**src/design/video_macros.svh**
```systemverilog
`ifndef VIDEO_MACROS_SVH
`define VIDEO_MACROS_SVH

// Horizontal timing in clock cycles
`define H_ACTIVE 16
`define H_FRONT  2
`define H_SYNC   3
`define H_BACK   3
`define H_TOTAL  (`H_ACTIVE + `H_FRONT + `H_SYNC + `H_BACK)

// Vertical timing in lines
`define V_ACTIVE 8
`define V_FRONT  1
`define V_SYNC   2
`define V_BACK   1
`define V_TOTAL  (`V_ACTIVE + `V_FRONT + `V_SYNC + `V_BACK)

// Source frame held in the store, doubled on output
`define SRC_W 8
`define SRC_H 4

// Bits per colour component
`define COMP_W 4

`endif

```
**src/design/video_pkg.sv**
```systemverilog
`default_nettype none

`include "video_macros.svh"

package video_pkg;

	// Counter and address widths follow the timing macros
	localparam int HCOUNT_W   = $clog2(`H_TOTAL);
	localparam int VCOUNT_W   = $clog2(`V_TOTAL);
	localparam int SRC_ADDR_W = $clog2(`SRC_W * `SRC_H);

	typedef logic [`COMP_W-1:0] comp_t;

	typedef struct packed {
		comp_t red;
		comp_t green;
		comp_t blue;
	} rgb_t;

	typedef logic [HCOUNT_W-1:0]   hcount_t;
	typedef logic [VCOUNT_W-1:0]   vcount_t;
	typedef logic [SRC_ADDR_W-1:0] src_addr_t;

	// All four bits active low
	typedef struct packed {
		logic hsync_n;
		logic vsync_n;
		logic hblank_n;
		logic vblank_n;
	} video_timing_t;

	// Syncs idle, picture blanked
	localparam video_timing_t TIMING_RESET = '{
		hsync_n:  1'b1,
		vsync_n:  1'b1,
		hblank_n: 1'b0,
		vblank_n: 1'b0
	};

endpackage

`default_nettype wire

```
**src/design/frame_store.sv**
```systemverilog
`timescale 1ns/1ns
`default_nettype none

`include "video_macros.svh"

module frame_store import video_pkg::*; (
	input  wire            i_clk,
	input  wire            i_wr_en,
	input  wire src_addr_t i_wr_addr,
	input  wire rgb_t      i_wr_pixel,
	input  wire src_addr_t i_rd_addr,
	output rgb_t           o_rd_pixel
);

	// One word per source pixel, row major
	localparam int DEPTH = `SRC_W * `SRC_H;

	rgb_t mem [DEPTH];

	////////////////////////////////////////////////////////////////////////////
	// Write port
	////////////////////////////////////////////////////////////////////////////

	// Single strobe, lands on this edge
	always_ff @(posedge i_clk) begin
		if (i_wr_en) begin
			mem[i_wr_addr] <= i_wr_pixel;
		end
	end

	////////////////////////////////////////////////////////////////////////////
	// Read port
	////////////////////////////////////////////////////////////////////////////

	// Data one cycle after the address
	// same-cycle write to the same word returns the old value
	always_ff @(posedge i_clk) begin
		o_rd_pixel <= mem[i_rd_addr];
	end

endmodule

`default_nettype wire

```
**src/design/scan_timing.sv**
```systemverilog
`timescale 1ns/1ns
`default_nettype none

`include "video_macros.svh"

module scan_timing import video_pkg::*; (
	input  wire           i_clk,
	input  wire           i_rst_n,
	output video_timing_t o_timing
);

	////////////////////////////////////////////////////////////////////////////
	// Raster counters
	////////////////////////////////////////////////////////////////////////////

	// Position within the line, cycle 0 starts hsync
	hcount_t h_cnt;
	// Line within the frame, line 0 starts vsync
	vcount_t v_cnt;
	// Last cycle of the line
	logic h_wrap;
	// Last line of the frame
	logic v_wrap;

	assign h_wrap = (h_cnt == hcount_t'(`H_TOTAL - 1));
	assign v_wrap = (v_cnt == vcount_t'(`V_TOTAL - 1));

	always_ff @(posedge i_clk) begin
		if (!i_rst_n) begin
			h_cnt <= '0;
		end else if (h_wrap) begin
			h_cnt <= '0;
		end else begin
			h_cnt <= h_cnt + hcount_t'(1);
		end
	end

	// Steps once per line, on the horizontal wrap
	always_ff @(posedge i_clk) begin
		if (!i_rst_n) begin
			v_cnt <= '0;
		end else if (h_wrap) begin
			if (v_wrap) begin
				v_cnt <= '0;
			end else begin
				v_cnt <= v_cnt + vcount_t'(1);
			end
		end
	end

	////////////////////////////////////////////////////////////////////////////
	// Sync pulse outputs
	////////////////////////////////////////////////////////////////////////////

	// Both syncs decoded from the same counter state
	// so vsync moves on the same cycle hsync falls
	always_ff @(posedge i_clk) begin
		if (!i_rst_n) begin
			o_timing <= '1;
		end else begin
			// Low for the first H_SYNC cycles of a line
			o_timing.hsync_n  <= (h_cnt >= hcount_t'(`H_SYNC));
			// Low for the first V_SYNC lines of a frame
			o_timing.vsync_n  <= (v_cnt >= vcount_t'(`V_SYNC));
			// Blanking rebuilt downstream
			o_timing.hblank_n <= 1'b1;
			o_timing.vblank_n <= 1'b1;
		end
	end

endmodule

`default_nettype wire

```
**src/design/sync_to_blanking.sv**
```systemverilog
`timescale 1ns/1ns
`default_nettype none

`include "video_macros.svh"

module sync_to_blanking import video_pkg::*; (
	input  wire                i_clk,
	input  wire                i_rst_n,
	input  wire video_timing_t i_timing,
	output video_timing_t      o_timing,
	output hcount_t            o_h,
	output vcount_t            o_v,
	output logic               o_active,
	output logic               o_locked
);

	typedef enum logic {
		UNLOCKED,
		LOCKED
	} lock_state_t;

	lock_state_t state;
	// First vsync fall seen, a full frame follows it
	logic frame_started;

	// Previous sync levels for edge detection
	logic hs_q;
	logic vs_q;
	logic hs_rise;
	logic hs_fall;
	logic vs_rise;
	logic vs_fall;

	// Cycles since hsync rose, lines since vsync rose
	hcount_t h_cnt;
	hcount_t h_cnt_next;
	vcount_t v_line;
	vcount_t v_line_next;

	logic hblank_n_next;
	logic vblank_n_next;

	////////////////////////////////////////////////////////////////////////////
	// Sync edges and porch counters
	////////////////////////////////////////////////////////////////////////////

	assign hs_rise = i_timing.hsync_n & ~hs_q;
	assign hs_fall = ~i_timing.hsync_n & hs_q;
	assign vs_rise = i_timing.vsync_n & ~vs_q;
	assign vs_fall = ~i_timing.vsync_n & vs_q;

	// Saturates so a missing sync never fakes an active region
	always_comb begin
		if (hs_rise) begin
			h_cnt_next = '0;
		end else if (h_cnt != '1) begin
			h_cnt_next = h_cnt + hcount_t'(1);
		end else begin
			h_cnt_next = h_cnt;
		end
	end

	// Line boundaries taken from hsync falls
	// vsync rise shares its cycle with an hsync fall
	always_comb begin
		if (vs_rise) begin
			v_line_next = '0;
		end else if (hs_fall && (v_line != '1)) begin
			v_line_next = v_line + vcount_t'(1);
		end else begin
			v_line_next = v_line;
		end
	end

	// Active window after the back porch, gated until locked
	assign hblank_n_next = (state == LOCKED)
		&& (h_cnt_next >= hcount_t'(`H_BACK))
		&& (h_cnt_next < hcount_t'(`H_BACK + `H_ACTIVE));
	assign vblank_n_next = (state == LOCKED)
		&& (v_line_next >= vcount_t'(`V_BACK))
		&& (v_line_next < vcount_t'(`V_BACK + `V_ACTIVE));

	always_ff @(posedge i_clk) begin
		if (!i_rst_n) begin
			hs_q     <= 1'b1;
			vs_q     <= 1'b1;
			// Parked at saturation until the first sync edge
			h_cnt    <= '1;
			v_line   <= '1;
			o_timing <= TIMING_RESET;
			o_active <= 1'b0;
		end else begin
			hs_q     <= i_timing.hsync_n;
			vs_q     <= i_timing.vsync_n;
			h_cnt    <= h_cnt_next;
			v_line   <= v_line_next;
			// Syncs pass through with one cycle of delay
			o_timing.hsync_n  <= i_timing.hsync_n;
			o_timing.vsync_n  <= i_timing.vsync_n;
			o_timing.hblank_n <= hblank_n_next;
			o_timing.vblank_n <= vblank_n_next;
			o_active <= hblank_n_next & vblank_n_next;
		end
	end

	////////////////////////////////////////////////////////////////////////////
	// Active position
	////////////////////////////////////////////////////////////////////////////

	// Held at zero through blanking, first active cycle reads zero
	always_ff @(posedge i_clk) begin
		if (!i_rst_n) begin
			o_h <= '0;
			o_v <= '0;
		end else begin
			if (!hblank_n_next) begin
				o_h <= '0;
			end else if (o_timing.hblank_n) begin
				o_h <= o_h + hcount_t'(1);
			end
			if (!vblank_n_next) begin
				o_v <= '0;
			end else if (hs_fall && o_timing.vblank_n) begin
				o_v <= o_v + vcount_t'(1);
			end
		end
	end

	////////////////////////////////////////////////////////////////////////////
	// Lock FSM
	////////////////////////////////////////////////////////////////////////////

	always_ff @(posedge i_clk) begin
		if (!i_rst_n) begin
			state         <= UNLOCKED;
			frame_started <= 1'b0;
		end else if (vs_fall) begin
			case (state)
				UNLOCKED: begin
					// Second vsync fall closes a complete frame
					if (frame_started) begin
						state <= LOCKED;
					end
					frame_started <= 1'b1;
				end
				default: state <= LOCKED;
			endcase
		end
	end

	assign o_locked = (state == LOCKED);

endmodule

`default_nettype wire

```
**src/design/upscale_reader.sv**
```systemverilog
`timescale 1ns/1ns
`default_nettype none

`include "video_macros.svh"

module upscale_reader import video_pkg::*; (
	input  wire                i_clk,
	input  wire                i_rst_n,
	input  wire video_timing_t i_timing,
	input  wire hcount_t       i_h,
	input  wire vcount_t       i_v,
	input  wire                i_active,
	output src_addr_t          o_rd_addr,
	input  wire rgb_t          i_rd_pixel,
	output video_timing_t      o_video,
	output rgb_t               o_pixel
);

	////////////////////////////////////////////////////////////////////////////
	// Nearest neighbour address
	////////////////////////////////////////////////////////////////////////////

	// Output position halved in both directions
	src_addr_t src_col;
	src_addr_t src_row;
	src_addr_t next_addr;

	assign src_col = src_addr_t'(i_h >> 1);
	assign src_row = src_addr_t'(i_v >> 1);

	// Row major, SRC_W words per row
	assign next_addr = src_addr_t'(src_row * `SRC_W) + src_col;

	// Stage 1, address into the store
	always_ff @(posedge i_clk) begin
		o_rd_addr <= next_addr;
	end

	////////////////////////////////////////////////////////////////////////////
	// Timing alignment
	////////////////////////////////////////////////////////////////////////////

	// Timing and active flag follow the pixel through both stages
	video_timing_t timing_s1;
	video_timing_t timing_s2;
	logic          active_s1;
	logic          active_s2;

	always_ff @(posedge i_clk) begin
		if (!i_rst_n) begin
			timing_s1 <= TIMING_RESET;
			timing_s2 <= TIMING_RESET;
			active_s1 <= 1'b0;
			active_s2 <= 1'b0;
		end else begin
			// Stage 1 matches the address register
			timing_s1 <= i_timing;
			active_s1 <= i_active;
			// Stage 2 matches the memory read
			timing_s2 <= timing_s1;
			active_s2 <= active_s1;
		end
	end

	////////////////////////////////////////////////////////////////////////////
	// Output stream
	////////////////////////////////////////////////////////////////////////////

	assign o_video = timing_s2;

	// Black outside the active area
	assign o_pixel = active_s2 ? i_rd_pixel : '0;

endmodule

`default_nettype wire

```
**src/design/video_upscaler.sv**
```systemverilog
`timescale 1ns/1ns
`default_nettype none

module video_upscaler import video_pkg::*; (
	input  wire                i_clk,
	input  wire                i_rst_n,
	// Source frame write port
	input  wire                i_wr_en,
	input  wire src_addr_t     i_wr_addr,
	input  wire rgb_t          i_wr_pixel,
	// Scaled output stream
	output wire video_timing_t o_video,
	output wire rgb_t          o_pixel,
	output wire                o_locked
);

	// Bare syncs from the generator
	video_timing_t raw_timing;
	// Syncs plus rebuilt blanking
	video_timing_t blank_timing;
	// Active position and its valid level
	hcount_t       pos_h;
	vcount_t       pos_v;
	logic          pos_active;
	// Store read side
	src_addr_t     rd_addr;
	rgb_t          rd_pixel;

	////////////////////////////////////////////////////////////////////////////
	// Output timing chain
	////////////////////////////////////////////////////////////////////////////

	scan_timing u_scan_timing (
		.i_clk    (i_clk),
		.i_rst_n  (i_rst_n),
		.o_timing (raw_timing)
	);

	sync_to_blanking u_sync_to_blanking (
		.i_clk    (i_clk),
		.i_rst_n  (i_rst_n),
		.i_timing (raw_timing),
		.o_timing (blank_timing),
		.o_h      (pos_h),
		.o_v      (pos_v),
		.o_active (pos_active),
		.o_locked (o_locked)
	);

	////////////////////////////////////////////////////////////////////////////
	// Source frame and scaler
	////////////////////////////////////////////////////////////////////////////

	frame_store u_frame_store (
		.i_clk      (i_clk),
		.i_wr_en    (i_wr_en),
		.i_wr_addr  (i_wr_addr),
		.i_wr_pixel (i_wr_pixel),
		.i_rd_addr  (rd_addr),
		.o_rd_pixel (rd_pixel)
	);

	upscale_reader u_upscale_reader (
		.i_clk      (i_clk),
		.i_rst_n    (i_rst_n),
		.i_timing   (blank_timing),
		.i_h        (pos_h),
		.i_v        (pos_v),
		.i_active   (pos_active),
		.o_rd_addr  (rd_addr),
		.i_rd_pixel (rd_pixel),
		.o_video    (o_video),
		.o_pixel    (o_pixel)
	);

endmodule

`default_nettype wire

```
**config.mk**
```make
export PLATFORM = sky130hd
export DESIGN_NAME = video_upscaler
export DESIGN_NICKNAME = d
export VERILOG_FILES = /design/src/design/video_pkg.sv /design/src/design/frame_store.sv /design/src/design/scan_timing.sv /design/src/design/sync_to_blanking.sv /design/src/design/upscale_reader.sv /design/src/design/video_upscaler.sv
export VERILOG_INCLUDE_DIRS = /design/src /design/src/design
export SDC_FILE = /design/constraint.sdc
export NUM_CORES = 1
export LEC_CHECK = 0
export BUFFER_PORTS_ARGS = -buffer_cell sky130_fd_sc_hd__buf_4
export CAP_MARGIN = 20
export CORE_ASPECT_RATIO = 1.2
export CORE_MARGIN = 2
export CORE_UTILIZATION = 55
export DETAILED_ROUTE_END_ITERATION = 8
export PLACE_DENSITY = 0.78
export SYNTH_ARGS = -nofsm -noshare
export SYNTH_HDL_FRONTEND = slang
export SYNTH_SLANG_ARGS = --single-unit
```
**constraint.sdc**
```tcl
create_clock -name i_clk -period 2.9 [get_ports i_clk]
set_clock_uncertainty 0.1 [all_clocks]
set_input_delay 0.435 -clock i_clk [delete_from_list [all_inputs] [get_ports i_clk]]
set_output_delay 0.435 -clock i_clk [all_outputs]
set_load 0.01 [all_outputs]
```
Word level (Yosys, flattened, before mapping)
Memory sizes are Yosys's and may differ from the RTL's. A register that Yosys moved wholly into a read port is not among the register bits.
Index checks and enable logic that the tools add are counted.
{"block": "totals", "reg_bits": 51, "latch_bits": 0, "mem_bits_rw": 384, "rom_bits": 0, "output_inout_bits": 17, "word_cells": 75, "n_memories": 1}
{"name": "u_frame_store.mem", "words": 32, "width": 12, "read_ports": 1, "rd_ports_with_merged_regs": 1, "write_ports": 1, "line": "frame_store.sv:18", "rtl": "rgb_t mem [DEPTH];"}
{"block": "classes", "add_sub_neg": 7, "multipliers": 0, "div_mod_pow": 0, "magnitude_cmp": 6, "eq_ne": 4, "shifts": 0, "muxes": 10, "bitwise": 11, "reduce_logical": 10}
{"cell": "$add 5x1->5 const B", "count": 3}
{"cell": "$add 4x1->4 const B", "count": 3}
{"cell": "$mux 12", "count": 1}
{"cell": "$mux 4", "count": 3}
{"cell": "$ge 5x2->1 const B", "count": 2}
{"cell": "$mux 5", "count": 2}
{"cell": "$logic_and 1x1->1", "count": 6}
{"cell": "$not 1->1", "count": 6}
{"cell": "$reduce_and 2->1", "count": 3}
{"cell": "$add 5x4->5", "count": 1}
{"cell": "$and 1x1->1", "count": 5}
{"cell": "$eq 5x5->1 const B", "count": 1}
{"cell": "$lt 5x5->1 const B", "count": 1}
{"cell": "$ne 5x5->1 const B", "count": 1}
{"cell": "$eq 4x4->1 const B", "count": 1}
{"cell": "$ge 4x1->1 const B", "count": 1}
{"cell": "$ge 4x2->1 const B", "count": 1}
{"cell": "$lt 4x4->1 const B", "count": 1}
{"cell": "$mux 1", "count": 4}
{"cell": "$ne 4x4->1 const B", "count": 1}
{"cell": "$reduce_or 2->1", "count": 1}

Longest topological paths before layout
Gate-level depths: netlist (run 1).
{"block": "depth", "word_depth": 9, "mapped_depth": 6, "mapped_depth_nobuf": 6}

Hierarchy
A second synthesis (run 1) with hierarchy kept.
{"block": "unflattened", "cells_unflattened": 1081, "hier_area_um2": 17571.9}
{"mod": "frame_store", "n_inst": 1, "cells_each": 868, "area_each_um2": 15468.6}
{"mod": "sync_to_blanking", "n_inst": 1, "cells_each": 118, "area_each_um2": 1137.3}
{"mod": "scan_timing", "n_inst": 1, "cells_each": 55, "area_each_um2": 499.2}
{"mod": "upscale_reader", "n_inst": 1, "cells_each": 40, "area_each_um2": 466.7}

Worst setup path before layout (run 1)
Ideal clock, no wire load.
{"block": "synth_timing", "path_kind": "reg2reg", "from": "register u_upscale_reader.o_rd_addr[1]", "to": "register, netlist name u_frame_store.o_rd_pixel[10]", "setup_ns": 0.121, "arrival_ns": 2.183, "required_time_ns": 2.679, "setup_slack_ns": 0.496, "stages_incl_launch_ff": 7, "path_buffers": 3, "period_less_slack_ns": 2.404, "cell_sequence": "dfxtp_1 > clkbuf_1 > buf_1 > clkbuf_1 > mux4_2 > mux4_2 > mux2_2"}
{"element": "start, declared", "line": "upscale_reader.sv:13", "rtl": "output src_addr_t o_rd_addr,"}
{"element": "start signal, assigned", "line": "upscale_reader.sv:36", "rtl": "o_rd_addr <= next_addr;"}

==> results.yml, run 1 <==
yosys:
  synth_cell_types: 41
  mean_instance_size_in_the_synthesized_netlist_um2: 20.9
  synth_enable_flop_cells: 384
  synth.yosys.seq_area_share: 0.752
  post_synth_inst_count: 813
  mappedNetlistNets: 841
  postSynth.topFlopCell: "sky130_fd_sc_hd__edfxtp_1"
  synth-seq-cells: 446
  asyncSetResetFlopFracSynth: 0
  synth_area_mm2: 0.0170
  yosys_warnings: 0
clock_network:
  cts_tree: "yes"
  path_clk_slew_ns: 0.06
  cts_hold_repair.buffers: 0
  cts_htree_levels: 2
  cts_resizes: 0
  cts_sinks: 446
  clkLatencyLatePin_ns: 0.54
  clk_path_buf_depth: 3
  tritoncts.num_buffers: 41
  postcts_setup_bufs: 0
  cts_root_buf: "sky130_fd_sc_hd__clkbuf_16"
routing:
  route.antenna.remaining_nets: 0
  first_pass_iters: 5
  routed_via_density: 6.23
  drt_iter0_markers: 838
  drt_drc_violations_left: 0
  route.vias.total: 8281
  detail_route.wirelength_mm: 35.7
  avgRoutedWirePerCell_um: 26.9
placed_design:
  dpl_worst_slack_ns: 0.433
  post-dp-hpwl_mm: 20.3
  gp_congestion: 0.776
  io_buffers: 36
power:
  peakVddDrop_v: 0.000505
  net-switching-power_uw: 2610
  cellPowerDensity_mw_per_mm2: 678
  swShare: 0.198
  leakagePower_uw: 0.00621
  p_comb_frac: 0.033
  intPower_uw: 10600
  register_share_of_total_power: 0.542
  clkPwrFrac: 0.425
floorplan:
  initial_core_util: 0.559
  chipHeight_um: 196
  coreArea_mm2: 0.0304
  die_x_um: 164
  num_rows: 70
  io_pins: 37
  die_area_mm2: 0.0323
min_path:
  timing.hold.worst_path_depth: 2
  hp-class: "input port to register"
  min-delay-start: "i_rst_n"
  hold_critical_path_endpoint: "u_sync_to_blanking.o_timing[2]"
cells_and_area:
  mostFrequentLayoutCell: "sky130_fd_sc_hd__edfxtp_1"
  layout_cell_share_with_drive_strength_beyond_1: 0.303
  layout.cells.most_common_list: "sky130_fd_sc_hd__edfxtp_1 (384), sky130_fd_sc_hd__mux4_2 (120), sky130_fd_sc_hd__buf_4 (70), sky130_fd_sc_hd__dfxtp_1 (59), sky130_fd_sc_hd__nor2_1 (47)"
  num-fill-cells: 1931
  finish.net_count: 929
  diodes: 0
  flow.area_growth_from_synthesis_pct: 14.5
sta:
  layout_min_cycle_time_ns: 2.47
  max_slew.worst_pin.slew_ns: 0.868
  hold-worst-slack_ns: 0.143
  timing.max_slew.rel_slack: 0.421
  setup_viol: 0
  fmaxAchievable_mhz: 405
  rsz_0062_raised_after_global_routing: "no"
  finalHoldViolations: 0
  period_share: 0.852
  final_max_slew_viol_count: 0
  setup-tns-final_ns: 0
  postLayoutSetupSlackWorst_ns: 0.428
worst_setup_path:
  crit_path_start_kind: "register"
  timing.reg2reg.setup_slack_ns: 0.43
  worstSetupEndpointType: "register"
  reg_to_reg_endpoint: "u_frame_store.o_rd_pixel[6]"
  crit_required_ns: 3.21
  rr_startpoint: "u_upscale_reader.o_rd_addr[1]"
  worstPathMaxFanout: 25
  arrival_ns: 2.78
  r2r.worst_path.cells: 5
  critical_path_class: "register to register"
run_status:
  status: "finished clean"
grt:
  wire_length_of_the_first_global_routing_pass_mm: 52.6
  antenna_found_initial: 2
  gr-total-overflow: 0
  maximum_number_of_pins_on_one_net_before_global_route_repair: 35
  overall_global_routing_resource_usage: 0.229
  grt_pass1_vias: 8442
run:
  maxCapViolCount: 0
[logic make-up (layout without fill, tap and decap cells)]
kind of cell    count (synthesis)  count (layout)  synth area share
compound gates                 33              33            0.0119
xor+xnor                       11              11           0.00568
fa+ha+maj                       8               8           0.00590
buf+inv                        40             160            0.0114
flops                         446             446             0.752
mux                           141             141             0.173
simple gates                  134             134            0.0400
[cell usage after synthesis, drive strengths merged, types with 7 or more instances]
cell type,number,share of area
mux4,120,0.16
xor2,7,0.0036
nand2b,7,0.0026
nand3,8,0.0024
mux2,15,0.010
a21oi,9,0.0027
edfxtp,384,0.68
ha,8,0.0059
o21ai,11,0.0032
nor2,47,0.010
clkbuf,20,0.0044
and2,20,0.0074
buf,15,0.0059
dfxtp,62,0.073
nand2,21,0.0046
[final cells by class]
type,instances,area (um2),area share
clock inverters,22,268,0.0138
multi-input cells,327,4010,0.206
repair buffers,80,726,0.0373
flip-flops and latches,446,12800,0.657
clock buffers,53,1140,0.0589
inverters,5,18.8,0.000965
well taps,396,495,0.0255
[worst max-delay path, stage by stage, from the launching register on]
cell	delay, ns
sky130_fd_sc_hd__dfxtp_4	0.62
sky130_fd_sc_hd__buf_12	0.24
sky130_fd_sc_hd__buf_12	0.18
sky130_fd_sc_hd__mux4_2	0.31
sky130_fd_sc_hd__mux4_2	0.57
sky130_fd_sc_hd__mux2_2	0.31
[registers in the layout, indices dropped and copies added (netlist names)]
register                          cells
u_frame_store.mem                   384
u_frame_store.o_rd_pixel             12
u_scan_timing.h_cnt                   5
u_sync_to_blanking.h_cnt              5
u_sync_to_blanking.o_h                5
u_upscale_reader.o_rd_addr            5
u_scan_timing.v_cnt                   4
u_sync_to_blanking.o_timing           4
u_sync_to_blanking.v_line             4
u_upscale_reader.o_video              4
u_upscale_reader.timing_s1            4
u_sync_to_blanking.o_v                3
u_scan_timing.o_timing                2
u_sync_to_blanking.frame_started      1
u_sync_to_blanking.o_active           1
u_sync_to_blanking.o_locked           1
u_upscale_reader.active_s1            1
u_upscale_reader.active_s2            1
[how the worst max path moves through the flow]
stage	from	endpoint
floorplan	u_upscale_reader.o_rd_addr[1]	u_frame_store.o_rd_pixel[10]
global placement	u_upscale_reader.o_rd_addr[1]	u_frame_store.o_rd_pixel[6]
detailed placement	u_upscale_reader.o_rd_addr[1]	u_frame_store.o_rd_pixel[6]
CTS	u_upscale_reader.o_rd_addr[1]	u_frame_store.o_rd_pixel[6]
global route	u_upscale_reader.o_rd_addr[0]	u_frame_store.o_rd_pixel[1]
finish	u_upscale_reader.o_rd_addr[1]	u_frame_store.o_rd_pixel[6]
[metal layers]
metal	global-route usage	vias up	routed length, um
li1	-	3482	-
met1	0.304	4321	13700
met2	0.370	391	17800
met3	0.0444	83	2650
met4	0.106	4	1590
met5	0	-	29
[power by group through the flow]
stage	Combinational (uW)	Sequential (uW)	Clock, uW
floorplan	261	7260	0
CTS	432	7140	5690
global route	483	7150	5890
global placement	411	7270	0
finish	432	7140	5610
detailed placement	430	7270	0
[stage by stage]
step | area (um2) | utilization | instances | power [uW]
3_5_place_dp | 18000 | 0.593 | 1254 | 7700
5_1_grt | 19400 | 0.640 | 1329 | 13500
3_3_place_gp | 18000 | 0.593 | 1254 | 7680
6_report | 19400 | 0.640 | 1329 | 13200
2_1_floorplan | 17000 | - | 813 | 7520
4_1_cts | 19400 | 0.640 | 1329 | 13300
Power figures use the tool's default switching activity.
==> run 2, diff against run 1 <==
CORE_UTILIZATION = 50   (was 55)
PLACE_DENSITY = 0.73   (was 0.78)
==> run 2 against run 1 <==
Net effect: critical path depth decreased by 1; final area increased by 0.14%; first-iteration DRC count down 3.9%; sequential cell count is the same; global-route usage shrank 2.9 points; clock-buffer cell count grew 8; register-to-register slack better by 0.06 ns; clock power increased by 1%.
==> results.yml, run 2 (same netlist as run 1, synthesis figures left out) <==
worst_setup_path:
  timing.reg2reg.setup_slack_ns: 0.48
  critical_path_depth: 4
  worstPathMaxFanout: 41
  rr_startpoint: "u_upscale_reader.o_rd_addr[0]"
  path_cells: "buf_12 > mux4_2 > mux4_2 > mux2_2"
  cp-endpoint: "u_frame_store.o_rd_pixel[0]"
  crit_path_start_kind: "register"
  cp.buffers_inverters: 1
  r2r.worst_path.cells: 4
  cpLargestDelayFamily: "multiplexers"
  cp_common_cell: "sky130_fd_sc_hd__mux4_2"
  reg_to_reg_endpoint: "u_frame_store.o_rd_pixel[0]"
  arrival_ns: 2.74
  startpoint: "u_upscale_reader.o_rd_addr[0]"
  crit_required_ns: 3.22
  worstSetupEndpointType: "register"
  critical_path_class: "register to register"
  timing.critical_path.slowest_stage_cell: "sky130_fd_sc_hd__mux4_2"
  cp_slowest_stage_delay_ns: 0.57
routing:
  routed_via_density: 5.85
  drt_iter0_markers: 805
  first_pass_iters: 5
  route.vias.total: 8091
  detail_route.wirelength_mm: 34.1
  route.antenna.remaining_nets: 0
  avgRoutedWirePerCell_um: 24.6
  drt_drc_violations_left: 0
cells_and_area:
  final_cell_count_no_fill: 1383
  largest_reg_flops: 384
  finish.net_count: 926
  layout.cells.most_common_list: "sky130_fd_sc_hd__edfxtp_1 (384), sky130_fd_sc_hd__mux4_2 (120), sky130_fd_sc_hd__buf_4 (70), sky130_fd_sc_hd__dfxtp_1 (59), sky130_fd_sc_hd__nor2_1 (47)"
  mostFrequentLayoutCell: "sky130_fd_sc_hd__edfxtp_1"
  biggestRegsByFlops: "u_frame_store.mem: 384 flops, u_frame_store.o_rd_pixel: 12 flops"
  layout_cell_share_with_drive_strength_beyond_1: 0.305
  num-fill-cells: 2351
  flow.area_growth_from_synthesis_pct: 14.7
  largest-register: "u_frame_store.mem"
grt:
  overall_global_routing_resource_usage: 0.200
  gr-total-overflow: 0
  wire_length_of_the_first_global_routing_pass_mm: 50.3
  antenna_found_initial: 1
  maximum_number_of_pins_on_one_net_before_global_route_repair: 69
  grt_pass1_vias: 8121
clock_network:
  path_clk_slew_ns: 0.07
  tritoncts.num_buffers: 43
  cts_hold_repair.buffers: 0
  clk_path_buf_depth: 3
  cts_resizes: 0
  cts_root_buf: "sky130_fd_sc_hd__clkbuf_16"
  cts_sinks: 446
  postcts_setup_bufs: 0
  clkLatencyLatePin_ns: 0.54
  cts_htree_levels: 2
  cts_tree: "yes"
power:
  leakagePower_uw: 0.00619
  peakVddDrop_v: 0.000345
  cellPowerDensity_mw_per_mm2: 680
sta:
  setup-tns-final_ns: 0
  final_max_slew_viol_count: 0
  hold-worst-slack_ns: 0.128
  layout_min_cycle_time_ns: 2.42
  setup_viol: 0
  timing.max_slew.rel_slack: 0.449
  fmaxAchievable_mhz: 414
  max_slew.worst_pin.slew_ns: 0.825
  period_share: 0.833
  rsz_0062_raised_after_global_routing: "no"
  finalHoldViolations: 0
floorplan:
  die_area_mm2: 0.0354
  initial_core_util: 0.509
  die_x_um: 172
  coreArea_mm2: 0.0333
  chipHeight_um: 206
  num_rows: 73
  io_pins: 37
placed_design:
  post-dp-hpwl_mm: 19.1
  gp_congestion: 0.744
  total_instance_count_after_detailed_placement: 1303
  io_buffers: 36
run_status:
  status: "finished clean"
min_path:
  hp-class: "input port to register"
run:
  maxCapViolCount: 0
[run 2: metrics by stage]
stage	instance area, um2	setup WS [ns]	util	power, uW
3_5_place_dp	18000	0.486	0.540	7700
6_report	19500	0.484	0.584	13200
2_1_floorplan	17000	0.496	-	7520
3_3_place_gp	18000	0.504	0.540	7680
5_1_grt	19500	0.428	0.584	13600
4_1_cts	19500	0.461	0.584	13400
[run 2: area by class of cell]
cell class                      count  area, um2  share of cell area
Antenna cell                        1       2.50            0.000129
Clock buffer                       61       1270              0.0650
Clock inverter                     18        204              0.0105
Inverter                            5       18.8            0.000964
Multi-Input combinational cell    327       4010               0.206
Sequential cell                   446      12800               0.656
Tap cell                          450        563              0.0289
Timing Repair Buffer               75        626              0.0321
[run 2: layer usage]
layer | global-route usage | share of wire
met4 | 0.0753 | 0.030
met2 | 0.327 | 0.50
met1 | 0.271 | 0.41
met3 | 0.0371 | 0.059
met5 | 0 | 0
[run 2: worst min path at each step]
stage                         startpoint                        endpoint  slack [ns]  cells past startpoint
2_1_floorplan  u_sync_to_blanking.o_h[3]   u_upscale_reader.o_rd_addr[2]        0.26                      0
3_3_place_gp   u_sync_to_blanking.o_h[3]   u_upscale_reader.o_rd_addr[2]        0.27                      0
3_5_place_dp   u_sync_to_blanking.o_h[3]   u_upscale_reader.o_rd_addr[2]        0.27                      0
4_1_cts                          i_rst_n  u_sync_to_blanking.o_timing[2]        0.11                      2
5_1_grt                          i_rst_n    u_sync_to_blanking.v_line[2]        0.13                      2
6_report                         i_rst_n  u_sync_to_blanking.o_timing[2]        0.13                      2
[run 2: where the power goes]
group / switching [uW] / internal, uW
Combinational: 259 / 169
Clock: 2270 / 3410
Sequential: 66.5 / 7070
